`src/dvid_pkg.sv`:
```
package dvid_pkg;

	// ------------------------------------------------------------------------
	// raster timing, 640x480 visible inside an 800x525 frame
	// ------------------------------------------------------------------------
	localparam int h_total    = 800; // pixels per line
	localparam int v_total    = 525; // lines per frame
	localparam int h_pulse    = 96;  // hsync length
	localparam int v_pulse    = 2;   // vsync length
	localparam int h_bp_end   = 144; // 96 sync + 48 back porch
	localparam int h_fp_start = 784; // 800 - 16 front porch
	localparam int v_bp_end   = 35;  // 2 sync + 33 back porch
	localparam int v_fp_start = 515; // 525 - 10 front porch

	// bit clock runs five times the pixel rate, two bits per clock
	localparam int pix_phases = 5;

	// ------------------------------------------------------------------------
	// TMDS symbols
	// ------------------------------------------------------------------------
	localparam int sym_w = 10;

	typedef logic [sym_w-1:0] symbol_t;

	// restricted data alphabet, five ones in every word so no DC tracking
	localparam symbol_t sym_hi = 10'b1011110000;
	localparam symbol_t sym_lo = 10'b0111110000;

	// control period words, index is {vsync,hsync}
	localparam symbol_t ctl_sym [0:3] = '{
		10'b1101010100,
		10'b0010101011,
		10'b0101010100,
		10'b1010101011
	};

	// clock lane, five high then five low per pixel
	localparam symbol_t clk_sym = 10'b0000011111;

	// ------------------------------------------------------------------------
	// external frame store
	// ------------------------------------------------------------------------
	localparam int sram_aw     = 18;
	localparam int sram_dw     = 8;
	localparam int line_words  = 320;   // one stored line at half resolution
	localparam int bank_offset = 78000; // second picture, picked by key bit 7

	// what the current pixel shows
	typedef enum logic [1:0] {
		rec_dark,    // recording, byte zero
		rec_bright,  // recording, byte all ones
		play_dark,   // playback, byte zero
		play_bright  // playback, anything else
	} pix_class_t;

endpackage
```
`src/dvid_top.sv`:
```
module dvid_top (
	input  logic                          latch_high_speed,
	input  logic                          rst,
	input  logic                          rec_n,
	input  logic [7:0]                    key,
	output logic [dvid_pkg::sram_aw-1:0]  sram_addr,
	output logic                          sram_we_n,
	output logic [dvid_pkg::sram_dw-1:0]  sram_dq_out,
	output logic                          sram_dq_en,
	input  logic [dvid_pkg::sram_dw-1:0]  sram_dq_in,
	output logic [1:0]                    tmds_red,
	output logic [1:0]                    tmds_green,
	output logic [1:0]                    tmds_blue,
	output logic [1:0]                    tmds_clk
);
	import dvid_pkg::*;

	logic       pix_stb;
	logic [9:0] h_count;
	logic [9:0] v_count;
	logic       hsync;
	logic       vsync;
	logic       active;
	pix_class_t pix_class;
	symbol_t    sym_red;
	symbol_t    sym_green;
	symbol_t    sym_blue;

	// ------------------------------------------------------------------------
	// timing, frame store, symbol choice, serializer
	// ------------------------------------------------------------------------
	raster_timing raster_timing_i (
		.latch_high_speed (latch_high_speed),
		.rst              (rst),
		.pix_stb          (pix_stb),
		.h_count          (h_count),
		.v_count          (v_count),
		.hsync            (hsync),
		.vsync            (vsync),
		.active           (active)
	);

	frame_store_ctrl frame_store_ctrl_i (
		.latch_high_speed (latch_high_speed),
		.rst              (rst),
		.pix_stb          (pix_stb),
		.active           (active),
		.h_count          (h_count),
		.v_count          (v_count),
		.rec_n            (rec_n),
		.key              (key),
		.sram_addr        (sram_addr),
		.sram_we_n        (sram_we_n),
		.sram_dq_out      (sram_dq_out),
		.sram_dq_en       (sram_dq_en),
		.sram_dq_in       (sram_dq_in),
		.pix_class        (pix_class)
	);

	tmds_symbol_select tmds_symbol_select_i (
		.latch_high_speed (latch_high_speed),
		.rst              (rst),
		.pix_stb          (pix_stb),
		.active           (active),
		.hsync            (hsync),
		.vsync            (vsync),
		.pix_class        (pix_class),
		.sym_red          (sym_red),
		.sym_green        (sym_green),
		.sym_blue         (sym_blue)
	);

	tmds_serializer tmds_serializer_i (
		.latch_high_speed (latch_high_speed),
		.rst              (rst),
		.pix_stb          (pix_stb),
		.sym_red          (sym_red),
		.sym_green        (sym_green),
		.sym_blue         (sym_blue),
		.tmds_red         (tmds_red),
		.tmds_green       (tmds_green),
		.tmds_blue        (tmds_blue),
		.tmds_clk         (tmds_clk)
	);

endmodule

```
`src/tmds_serializer.sv`:
```
module tmds_serializer (
	input  logic               latch_high_speed,
	input  logic               rst,
	input  logic               pix_stb,
	input  dvid_pkg::symbol_t  sym_red,
	input  dvid_pkg::symbol_t  sym_green,
	input  dvid_pkg::symbol_t  sym_blue,
	output logic [1:0]         tmds_red,
	output logic [1:0]         tmds_green,
	output logic [1:0]         tmds_blue,
	output logic [1:0]         tmds_clk
);
	import dvid_pkg::*;

	localparam int n_lanes = 4;

	symbol_t    load_sym [n_lanes]; // word taken on the strobe
	symbol_t    lane     [n_lanes]; // shift registers
	logic [1:0] out_q    [n_lanes]; // bit pair on the pins

	// lane order red, green, blue, clock
	assign load_sym[0] = sym_red;
	assign load_sym[1] = sym_green;
	assign load_sym[2] = sym_blue;
	assign load_sym[3] = clk_sym;

	// ------------------------------------------------------------------------
	// load on the pixel strobe, shift two bits on all other clocks
	// ------------------------------------------------------------------------
	always_ff @(posedge latch_high_speed) begin
		if (rst) begin
			for (int i = 0; i < n_lanes; i++) begin
				lane[i]  <= '0;
				out_q[i] <= '0;
			end
		end else begin
			for (int i = 0; i < n_lanes; i++) begin
				out_q[i] <= lane[i][1:0]; // lowest bits go first
				if (pix_stb) begin
					lane[i] <= load_sym[i];
				end else begin
					lane[i] <= {2'b00, lane[i][sym_w-1:2]};
				end
			end
		end
	end

	assign tmds_red   = out_q[0];
	assign tmds_green = out_q[1];
	assign tmds_blue  = out_q[2];
	assign tmds_clk   = out_q[3];

	// a new word only arrives once the last pair is leaving
	for (genvar g = 0; g < n_lanes; g++) begin : g_lane_chk
		property lane_drained;
			@(posedge latch_high_speed) disable iff (rst)
			pix_stb |-> (lane[g][sym_w-1:2] == '0);
		endproperty

		assert_lane_drained: assert property (lane_drained)
		else $error("lane %0d loaded before it was shifted out", g);
	end

endmodule

```
`src/tmds_symbol_select.sv`:
```
module tmds_symbol_select (
	input  logic                  latch_high_speed,
	input  logic                  rst,
	input  logic                  pix_stb,
	input  logic                  active,
	input  logic                  hsync,
	input  logic                  vsync,
	input  dvid_pkg::pix_class_t  pix_class,
	output dvid_pkg::symbol_t     sym_red,
	output dvid_pkg::symbol_t     sym_green,
	output dvid_pkg::symbol_t     sym_blue
);
	import dvid_pkg::*;

	symbol_t red_next;
	symbol_t green_next;
	symbol_t blue_next;

	// ------------------------------------------------------------------------
	// per pixel mapping
	// ------------------------------------------------------------------------
	always_comb begin
		if (active) begin
			case (pix_class)
				rec_dark: begin
					red_next   = sym_hi;
					green_next = sym_hi;
					blue_next  = sym_lo;
				end
				rec_bright: begin
					red_next   = sym_lo;
					green_next = sym_hi;
					blue_next  = sym_hi;
				end
				play_dark: begin
					red_next   = sym_lo;
					green_next = sym_hi;
					blue_next  = sym_lo;
				end
				default: begin // play_bright
					red_next   = sym_hi;
					green_next = sym_lo;
					blue_next  = sym_hi;
				end
			endcase
		end else begin
			// blanking, syncs ride on the blue lane only
			red_next   = ctl_sym[0];
			green_next = ctl_sym[0];
			blue_next  = ctl_sym[{vsync, hsync}];
		end
	end

	always_ff @(posedge latch_high_speed) begin
		if (rst) begin
			sym_red   <= '0;
			sym_green <= '0;
			sym_blue  <= '0;
		end else if (pix_stb) begin
			sym_red   <= red_next;
			sym_green <= green_next;
			sym_blue  <= blue_next;
		end
	end

endmodule

```
`src/frame_store_ctrl.sv`:
```
module frame_store_ctrl (
	input  logic                          latch_high_speed,
	input  logic                          rst,
	input  logic                          pix_stb,
	input  logic                          active,
	input  logic [9:0]                    h_count,
	input  logic [9:0]                    v_count,
	input  logic                          rec_n,
	input  logic [7:0]                    key,
	output logic [dvid_pkg::sram_aw-1:0]  sram_addr,
	output logic                          sram_we_n,
	output logic [dvid_pkg::sram_dw-1:0]  sram_dq_out,
	output logic                          sram_dq_en,
	input  logic [dvid_pkg::sram_dw-1:0]  sram_dq_in,
	output dvid_pkg::pix_class_t          pix_class
);
	import dvid_pkg::*;

	logic [9:0]         col_off;   // column inside the visible window
	logic [9:0]         row_off;   // line inside the visible window
	logic [sram_aw-1:0] bank_base;
	logic [sram_aw-1:0] addr_next;
	logic [6:0]         pattern;   // xnor test pattern
	logic               pat_set;
	logic [sram_dw-1:0] rec_byte;  // byte being recorded
	logic [sram_dw-1:0] rd_byte;   // byte read back
	logic               we_q;
	logic               wr_mode;

	// ------------------------------------------------------------------------
	// address, half resolution, 320 words per stored line
	// ------------------------------------------------------------------------
	assign col_off   = h_count - 10'(h_bp_end);
	assign row_off   = v_count - 10'(v_bp_end);
	assign bank_base = key[7] ? sram_aw'(bank_offset) : '0;

	assign addr_next = sram_aw'(col_off[9:1])
		+ sram_aw'(row_off[9:1]) * sram_aw'(line_words)
		+ bank_base;

	// record pattern, thresholded by the low key bits
	assign pattern = h_count[6:0] ~^ v_count[6:0];
	assign pat_set = (pattern > key[6:0]);

	always_ff @(posedge latch_high_speed) begin
		if (rst) begin
			sram_addr <= '0;
			rec_byte  <= '0;
			rd_byte   <= '0;
			we_q      <= 1'b1;
			wr_mode   <= 1'b0;
		end else if (pix_stb) begin
			wr_mode <= ~rec_n;
			if (active) begin
				sram_addr <= addr_next;
				rec_byte  <= pat_set ? '1 : '0;
				rd_byte   <= sram_dq_in; // answer for the previous address
				we_q      <= rec_n | addr_next[0]; // write strobe on even addresses
			end else begin
				we_q <= 1'b1; // no writes in blanking
			end
		end
	end

	// ------------------------------------------------------------------------
	// SRAM bus side
	// ------------------------------------------------------------------------
	// rec_n releases the bus at once, not at the next strobe
	assign sram_we_n   = we_q | rec_n;
	assign sram_dq_en  = wr_mode & ~rec_n;
	assign sram_dq_out = rec_byte;

	// class of the byte from the previous strobe
	always_comb begin
		if (!rec_n) begin
			pix_class = (rec_byte == '0) ? rec_dark : rec_bright;
		end else begin
			pix_class = (rd_byte == '0) ? play_dark : play_bright;
		end
	end

	// a write strobe always comes with the data bus driven
	property write_with_bus_driven;
		@(posedge latch_high_speed) disable iff (rst)
		!sram_we_n |-> sram_dq_en;
	endproperty

	assert_write_driven: assert property (write_with_bus_driven)
	else $error("SRAM write strobe with the data bus released");

endmodule

```
`src/raster_timing.sv`:
```
module raster_timing (
	input  logic       latch_high_speed,
	input  logic       rst,
	output logic       pix_stb,
	output logic [9:0] h_count,
	output logic [9:0] v_count,
	output logic       hsync,
	output logic       vsync,
	output logic       active
);
	import dvid_pkg::*;

	logic [2:0] phase; // bit clock phase inside one pixel
	logic       h_last;
	logic       v_last;
	logic       h_window;
	logic       v_window;

	// ------------------------------------------------------------------------
	// pixel strobe, one clock in five
	// ------------------------------------------------------------------------
	assign pix_stb = (phase == 3'(pix_phases - 1));

	always_ff @(posedge latch_high_speed) begin
		if (rst) begin
			phase <= '0;
		end else if (pix_stb) begin
			phase <= '0;
		end else begin
			phase <= phase + 3'd1;
		end
	end

	// ------------------------------------------------------------------------
	// raster walk
	// ------------------------------------------------------------------------
	assign h_last = (h_count == 10'(h_total - 1));
	assign v_last = (v_count == 10'(v_total - 1));

	always_ff @(posedge latch_high_speed) begin
		if (rst) begin
			h_count <= '0;
			v_count <= '0;
		end else if (pix_stb) begin
			if (h_last) begin
				h_count <= '0;
				// end of line, step the line counter
				if (v_last) begin
					v_count <= '0;
				end else begin
					v_count <= v_count + 10'd1;
				end
			end else begin
				h_count <= h_count + 10'd1;
			end
		end
	end

	// sync levels, active high
	assign hsync = (h_count < h_pulse);
	assign vsync = (v_count < v_pulse);

	// visible window between the porches
	assign h_window = (h_count >= h_bp_end) && (h_count < h_fp_start);
	assign v_window = (v_count >= v_bp_end) && (v_count < v_fp_start);
	assign active   = h_window && v_window;

	// strobes keep a full pixel apart, the serializer relies on it
	property stb_spacing;
		@(posedge latch_high_speed) disable iff (rst)
		pix_stb |=> !pix_stb [*(pix_phases - 1)];
	endproperty

	assert_stb_spacing: assert property (stb_spacing)
	else $error("pix_stb repeated within one pixel");

endmodule

```
`config.mk`:
```
export PLATFORM = sky130hd
export DESIGN_NAME = dvid_top
export DESIGN_NICKNAME = d
export VERILOG_FILES = /design/src/dvid_pkg.sv /design/src/dvid_top.sv /design/src/tmds_serializer.sv /design/src/tmds_symbol_select.sv /design/src/frame_store_ctrl.sv /design/src/raster_timing.sv
export SDC_FILE = /design/constraint.sdc
export NUM_CORES = 1
export LEC_CHECK = 0
export ABC_AREA = 0
export BUFFER_PORTS_ARGS = -buffer_cell sky130_fd_sc_hd__buf_2
export CORE_ASPECT_RATIO = 0.75
export CORE_MARGIN = 4
export CORE_UTILIZATION = 25
export CTS_CLUSTER_SIZE = 28
export DETAILED_ROUTE_END_ITERATION = 12
export PLACE_DENSITY = 0.45
export SYNTH_ARGS = -nofsm -noshare
export SYNTH_HDL_FRONTEND = slang
export SYNTH_SLANG_ARGS = --single-unit
export TNS_END_PERCENT = 5
```
`constraint.sdc`:
```
create_clock -name latch_high_speed -period 9.45 [get_ports latch_high_speed]
set_input_delay 0 -clock latch_high_speed [delete_from_list [all_inputs] [get_ports latch_high_speed]]
set_output_delay 0 -clock latch_high_speed [all_outputs]
set_load 0.05 [all_outputs]
```
-- After elaboration in Yosys (flattened, before gate mapping)
Memory sizes are Yosys's and may differ from the RTL's.
Cells that the tools add are included.
- memories kept: 2
- output and inout bits: 36
- bits in registers: 89
- memory bits (writable): 48
- bits of input ports: 19
- word-level logic and storage cells: 102
- memory list (memory ; depth ; bits a word ; rd ports ; clocked after memory_dff ; wr ports ; RTL line ; text):
    tmds_serializer_i.lane ; 4 ; 10 ; 4 ; 0 ; 4 ; tmds_serializer.sv:18 ; symbol_t lane [n_lanes];
    tmds_serializer_i.out_q ; 4 ; 2 ; 4 ; 0 ; 4 ; tmds_serializer.sv:19 ; logic [1:0] out_q [n_lanes];
- magnitude comparators: 8
- add/sub/neg operators: 7
- reductions and logical operators: 12
- $mul: 1
- mux-type cells: 38
- equality and inequality tests: 5
- bitwise gates (word level): 18
- operator list (operator ; number):
    2-to-1 mux 10 bit ; 18
    adder 10 x 1 -> 10 bit, second input constant ; 2
    binary-select mux 10 bit (select 2 bit) ; 1
    equality test 10 bit, second input constant ; 2
    less-than comparator 10 bit, second input constant ; 2
    adder 18 bit ; 1
    adder 9 x 18 -> 18 bit ; 1
    2-to-1 mux 17 bit ; 1
    logical NOT 8 bit ; 2
    bitwise OR 1 bit ; 14
    multiplier 9 x 3 -> 12 bit, second input constant ; 1
    2-to-1 mux 1 bit ; 12
    >= comparator 10 x 6 -> 1 bit, second input constant ; 1
    >= comparator 10 x 8 -> 1 bit, second input constant ; 1
    less-than comparator 10 x 2 -> 1 bit, second input constant ; 1
    less-than comparator 10 x 7 -> 1 bit, second input constant ; 1
    2-to-1 mux 2 bit ; 5
    subtractor 10 x 6 -> 10 bit, second input constant ; 1
    subtractor 10 x 8 -> 10 bit, second input constant ; 1
    2-to-1 mux 8 bit ; 1
    > comparator 7 bit ; 1
    XNOR 7 bit ; 1
    OR reduction 2 bit ; 3
    AND reduction 2 bit ; 2
    other kinds (11) ; 13

-- Logic depth before layout (Yosys ltp)
Gate-level depths: netlist (run 1).
- depth in word-level cells: 7
- gate-level depth with buffers: 20
- mapped depth without buffers: 19

-- Modules after synthesis
From an unflattened synthesis (run 1), not the netlist that was laid out.
- cell total of the unflattened synthesis: 648
- area total of the unflattened synthesis: 6197.2 um^2
- by module, submodules not included (module ; times used ; cells each ; area an instance (um^2) ; seq. area each (um^2)):
    frame_store_ctrl ; 1 ; 308 ; 2501.1 ; 580.6
    tmds_serializer ; 1 ; 116 ; 1672.9 ; 1151.1
    raster_timing ; 1 ; 151 ; 1306.3 ; 460.4
    tmds_symbol_select ; 1 ; 73 ; 716.9 ; 260.2

==> results of run 1 <==
## worst max-delay path, delay by kind of cell, from the launching register on
family          cells  cell delay [ps]
compound gates      4              580
flops               1              490
buf+inv             2              140
simple gates        6             1030
fa+ha+maj           6             1920
xor+xnor            1              290
## cells in the mapped netlist (8+ instances only)
library cell and count:
dfxtp_1 73, nor2_1 67, ha_1 39, nand2_1 37, a21oi_1 35, edfxtp_1 33
xnor2_1 29, xor2_1 26, inv_1 25, a22o_1 20, nor3_1 20, clkbuf_1 19
nor2b_1 16, o21ai_0 16, and2_1 15, nand3_1 14, a211oi_1 8, buf_2 8
buf_4 8
## sequential cells by signal (all words and copies together) (netlist names)
| register | flops |
|---|---|
| tmds_symbol_select_i.sym_blue | 6 |
| frame_store_ctrl_i.sram_dq_out | 1 |
| frame_store_ctrl_i.sram_addr | 18 |
| raster_timing_i.v_count | 10 |
| frame_store_ctrl_i.wr_mode | 1 |
| tmds_serializer_i.lane | 33 |
| tmds_symbol_select_i.sym_red | 2 |
| tmds_serializer_i.out_q | 8 |
| raster_timing_i.phase | 3 |
| tmds_symbol_select_i.sym_green | 5 |
| raster_timing_i.h_count | 10 |
| frame_store_ctrl_i.we_q | 1 |
| frame_store_ctrl_i.rd_byte | 8 |
## stage by stage
stage	hold slack [ps]	cells
after CTS	133	967
after global placement	217	942
after global routing	153	967
after floorplan	95.6	633
after detailed placement	222	942
final	150	967
## cell families (layout without fill, tap and decap cells)
family | Yosys count | in the layout | share of synthesized area (%)
AO/OA/AOI/OAI | 113 | 113 | 14.0
XOR/XNOR | 55 | 55 | 8.41
adder cells (fa/ha/maj) | 42 | 42 | 9.56
buffers and inverters | 68 | 108 | 5.55
flip-flops | 106 | 106 | 42.8
multiplexers | 3 | 3 | 0.524
other | 1 | 33 | 0.0654
AND/OR/NAND/NOR | 213 | 213 | 19.1
## how the worst min path moves through the flow
stage,from,to,slack [ps],cells after the start
final,key[7],frame_store_ctrl_i.sram_addr[4],150,3
after global routing,key[7],frame_store_ctrl_i.sram_addr[4],150,3
after global placement,sram_dq_in[3],frame_store_ctrl_i.rd_byte[3],220,2
after floorplan,rec_n,frame_store_ctrl_i.wr_mode,100,1
after CTS,key[7],frame_store_ctrl_i.sram_addr[4],130,3
after detailed placement,sram_dq_in[4],frame_store_ctrl_i.rd_byte[4],220,2
## cell type report
type	instances	area, sq um	area share (%)
Clock buffer	10	229	3.42
Clock inverter	6	88.8	1.33
Inverter	26	97.6	1.46
Multi-Input combinational cell	459	3080	46.0
Sequential cell	106	2450	36.6
Tap cell	294	368	5.49
Timing Repair Buffer	66	383	5.72
## layout by cell type (no fill, tap or decap), types with 4 or more instances in the layout
master         count
dfxtp_1           73
nor2_1            67
buf_2             54
ha_1              39
nand2_1           37
a21oi_1           35
edfxtp_1          33
conb_1            33
xnor2_1           29
xor2_1            26
inv_1             25
nor3_1            20
a22o_1            20
nor2b_1           16
o21ai_0           16
and2_1            15
nand3_1           14
clkbuf_16          9
dlygate4sd3_1      9
a211oi_1           8
and3_1             7
a21o_1             6
or3_1              5
nand4_1            5
o31ai_1            4
o22ai_1            4
o21a_1             4
nand2b_1           4
a211oi_2           4
## metal layers
layer | GRT usage (%) | vias up | part of all wire (%)
li1 | - | 2191 | -
met2 | 14.6 | 91 | 39
met5 | 0 | - | 0.060
met3 | 2.36 | 17 | 5.2
met1 | 16.5 | 1924 | 54
met4 | 3.17 | 2 | 1.5
## where the power goes
part	switching (mW)	leakage, nW	internal (mW)
combinational	0.0403	1.67	0.0223
sequential	0.00453	0.929	0.483
clock	0.177	0.156	0.234
total	0.222	2.75	0.740
==> impl_metrics.ini, run 1 <==
[outcome]
status = finished, final reports clean

[worst_setup_path]
critPathLaunchType = latch
cp.required_ps = 9680
timing.rr.end = frame_store_ctrl_i.sram_addr[17]
crit_chain = ha_1, nor3_1, xnor2_1, inv_1, ha_1, ha_1, inv_1, fa_1, nor2b_1, o21ai_0, a21oi_1, ha_1, ha_1, nand4b_1, o21ai_0, o21ai_0, nor3b_1, nor4_1, nand3b_1
endpoint = frame_store_ctrl_i.sram_addr[17]
cp_max_fo = 9
worst_r2r_path_depth = 19
r2r_start = raster_timing_i.v_count[0]
crit_type = latch2latch
crit_slowest_cell = ha_1
crit_start = raster_timing_i.v_count[0]
cp_common_cell = ha_1
critical_path.max_stage_delay_ps = 500
ff2ff_setup_slack_ps = 4880
end_kind = latch
cp.arrival_ps = 4810

[floorplan]
coreArea_sq_mm = 0.0223
die_x_microns = 183
die_y_microns = 139
initial_core_util_pct = 25.7
die-area_sq_mm = 0.0254
ios = 55
row_count = 47

[clocking]
cts_buffer_depth = 2
h-tree-depth = 3
cts_setup_buffers = 0
clkTransAtPathRegs_ps = 70
cts_buffers = 9
postCtsHoldBufs = 9
cts_sinks = 106
clockRootBuffer = clkbuf_16
clk_latency_ps = 350
ctsResizeCount = 0
tritoncts = done

[hold_path]
hp-class = in2latch

[route]
drt-pass1-iter-count = 4
drt_iter0_markers = 241
ant_nets = 0
drc = 0
wirelength_microns = 13300
wire_per_inst_microns = 13.8
viasPerCell = 4.37
vias = 4225

[grt]
antenna_found_initial = 1
grt_max_degree = 57
grt_pass1_vias = 3895
grt_pass1_wl_microns = 21800
grt_use_total_pct = 10.7
gr-total-overflow = 0

[final_layout]
fillerInstances = 2310
antenna_cells = 0
drive_above_1_share_pct = 12.9
fin_nets = 729
area_delta_synth_final_pct = 16.9
final_util_pct = 30.1
final_design_area_no_fill_sq_mm = 0.00670

[placement]
dp_hpwl_microns = 9520
place.port_buffers = 54
place_area_sq_mm = 0.00629
pre_cts_slack_ps = 4920
gp_congestion = 0.783

[timing]
slew_viol_final = 0
max_freq_mhz = 219
worst_slew_pin_slew_ps = 1160
setup_violations = 0
slew_headroom_pct = 22.8
tns_ps = 0
finalHoldViolations = 0
timing.final.crit_share_pct = 48.4
min_period_ps = 4570
rsz0062_at_grt = false
clock_skew_ps = 6.54
worst_slack_ps = 4880

[synthesis]
postSynthCellCount = 601
synth_edf_count = 33
yosys.area.top_type = dfxtp_1
async_flop_share_pct = 0
yosysSeqAreaShare_pct = 42.8
synth.distinct_cells = 59
synth_area_per_cell_sq_um = 9.53
syn_area_sq_mm = 0.00573
synth_top_flop_cell = dfxtp_1
synth_top_area_share_pct = 25.5
synth_warnings = 0
synth_area_leaders = dfxtp_1 26%, edfxtp_1 17%, ha_1 8.5%, xnor2_1 4.4%, nor2_1 4.4%
ys_ff_latch = 106

[pwr]
p_total_mw = 0.962
p_per_area_mw_per_mm2 = 144
p_leak_nw = 2.75
ir_drop_mv = 0.0833

[flow_run]
drv_cap = 0
Note: power is estimated with default switching activity, not from simulation.
==> run 2, diff against run 1 <==
clock period = 4.3 ns   (was 9.45 ns; I/O delays follow)
==> impl_metrics.ini, run 2 (same netlist as run 1, synthesis figures left out) <==
[timing]
hold_ws_ps = 76.8
min_period_ps = 4010
setup_violations = 0
timing.final.crit_share_pct = 93.3
worst_slack_ps = 287
max_freq_mhz = 249
slew_viol_final = 0
rsz0062_at_grt = false
slew_headroom_pct = 36.5
clock_skew_ps = 7.00
finalHoldViolations = 0
tns_ps = 0
worst_slew_pin_slew_ps = 948

[route]
vias = 4210
drt-pass1-iter-count = 4
drt_iter0_markers = 227
wirelength_microns = 13600
ant_nets = 0
viasPerCell = 4.29
drc = 0
wire_per_inst_microns = 13.8

[worst_setup_path]
r2r_start = raster_timing_i.v_count[0]
cp_max_fo = 8
ff2ff_setup_slack_ps = 290
path_delay_family = compound AO/OA/AOI/OAI gates
cp.depth = 19
crit_chain = ha_1, buf_4, o41ai_4, buf_4, nand2_1, mux2i_1, xor2_1, ha_1, o21a_1, o31a_1, a21oi_1, ha_1, ha_4, nand4b_1, o21ai_0, o21ai_1, nor3b_2, nor4_1, nand3b_1
timing.rr.end = frame_store_ctrl_i.sram_addr[17]
cp.required_ps = 4540
crit_type = latch2latch
critPathLaunchType = latch
end_kind = latch
crit_slowest_cell = o41ai_4
cp.arrival_ps = 4250
cp_common_cell = ha_1
path_buf_inv = 2
worst_r2r_path_depth = 19
critical_path.max_stage_delay_ps = 370

[placement]
place.port_buffers = 54
pre_cts_slack_ps = 193
dp_hpwl_microns = 9820
gp_congestion = 0.766
place_area_sq_mm = 0.00639
placed_cells = 955

[grt]
use_met1_pct = 16.3
grt_max_degree = 38
grt_pass1_vias = 4103
gr-usage-met2_pct = 15.9
antenna_found_initial = 0
grt_pass1_wl_microns = 22400
grt_busiest_layer = met1
grt_use_total_pct = 10.9
gr-total-overflow = 0
grtUsageMet3_pct = 2.73

[clocking]
cts_buffers = 9
clk_latency_ps = 350
cts_buffer_depth = 2
clkTransAtPathRegs_ps = 70
cts_sinks = 106
h-tree-depth = 3
clockRootBuffer = clkbuf_16
tritoncts = done

[floorplan]
row_count = 47
die-area_sq_mm = 0.0254
die_x_microns = 183
coreArea_sq_mm = 0.0223
die_y_microns = 139
initial_core_util_pct = 25.7
ios = 55

[pwr]
ir_drop_mv = 0.191
p_per_area_mw_per_mm2 = 294
p_total_mw = 2.00
p_leak_nw = 2.81

[final_layout]
fillerInstances = 2351
layout_commonest_cell = dfxtp_1
top_register = tmds_serializer_i.lane
most-common-layout-cells = 73 x dfxtp_1, 67 x nor2_1, 54 x buf_2
fin_cells = 981
fin_nets = 743
antenna_cells = 0
drive_above_1_share_pct = 15.9
final_util_pct = 30.5
area_delta_synth_final_pct = 18.6
final_design_area_no_fill_sq_mm = 0.00680
reg_top3 = tmds_serializer_i.lane: 33 flops, frame_store_ctrl_i.sram_addr: 18 flops
largest_reg_flops = 33

[hold_path]
holdPathStages = 2
hp-class = in2latch
min_to = tmds_symbol_select_i.sym_green[6]
min_from = rst

[outcome]
status = finished, final reports clean

[flow_run]
drv_cap = 0
## run 2: worst max-delay path by stage
stage / from / end / slack, ps
global placement: raster_timing_i.v_count[0] / frame_store_ctrl_i.sram_addr[17] / 280
global route: raster_timing_i.v_count[0] / frame_store_ctrl_i.sram_addr[17] / 20
floorplan: raster_timing_i.v_count[0] / frame_store_ctrl_i.sram_addr[17] / 300
detailed placement: raster_timing_i.v_count[0] / frame_store_ctrl_i.sram_addr[17] / 190
finish: raster_timing_i.v_count[0] / frame_store_ctrl_i.sram_addr[17] / 290
CTS: raster_timing_i.v_count[0] / frame_store_ctrl_i.sram_addr[17] / 160
## run 2: report_power, final
group | internal, mW | switching (mW)
Clock | 0.398 | 0.388
Combinational | 0.0501 | 0.0890
Sequential | 1.06 | 0.0104
Total | 1.51 | 0.488
## run 2: layout make-up
cell class              count  area [sq um]  share of cell area, %
well taps                 294           368                   5.41
clock buffers               9           225                   3.31
inverters                  26          97.6                   1.44
multi-input cells         459          3120                   45.8
clock inverters             7          51.3                  0.755
flip-flops and latches    106          2450                   36.1
repair buffers             80           488                   7.18
## run 2: layer usage
layer / wire [microns] / vias to the layer above
met1: 7370 / 1922
met5: 0 / -
met2: 5400 / 70
met3: 665 / 7
li1: - / 2211
met4: 125 / 0
## run 2: timing repair
action / CTS / global route
hold buffers: 9 / 0
buffers inserted: 0 / 1
resized for setup: 0 / 7
endpoints found under the hold margin: 9 / 0
setup endpoints to repair: 0 / 3
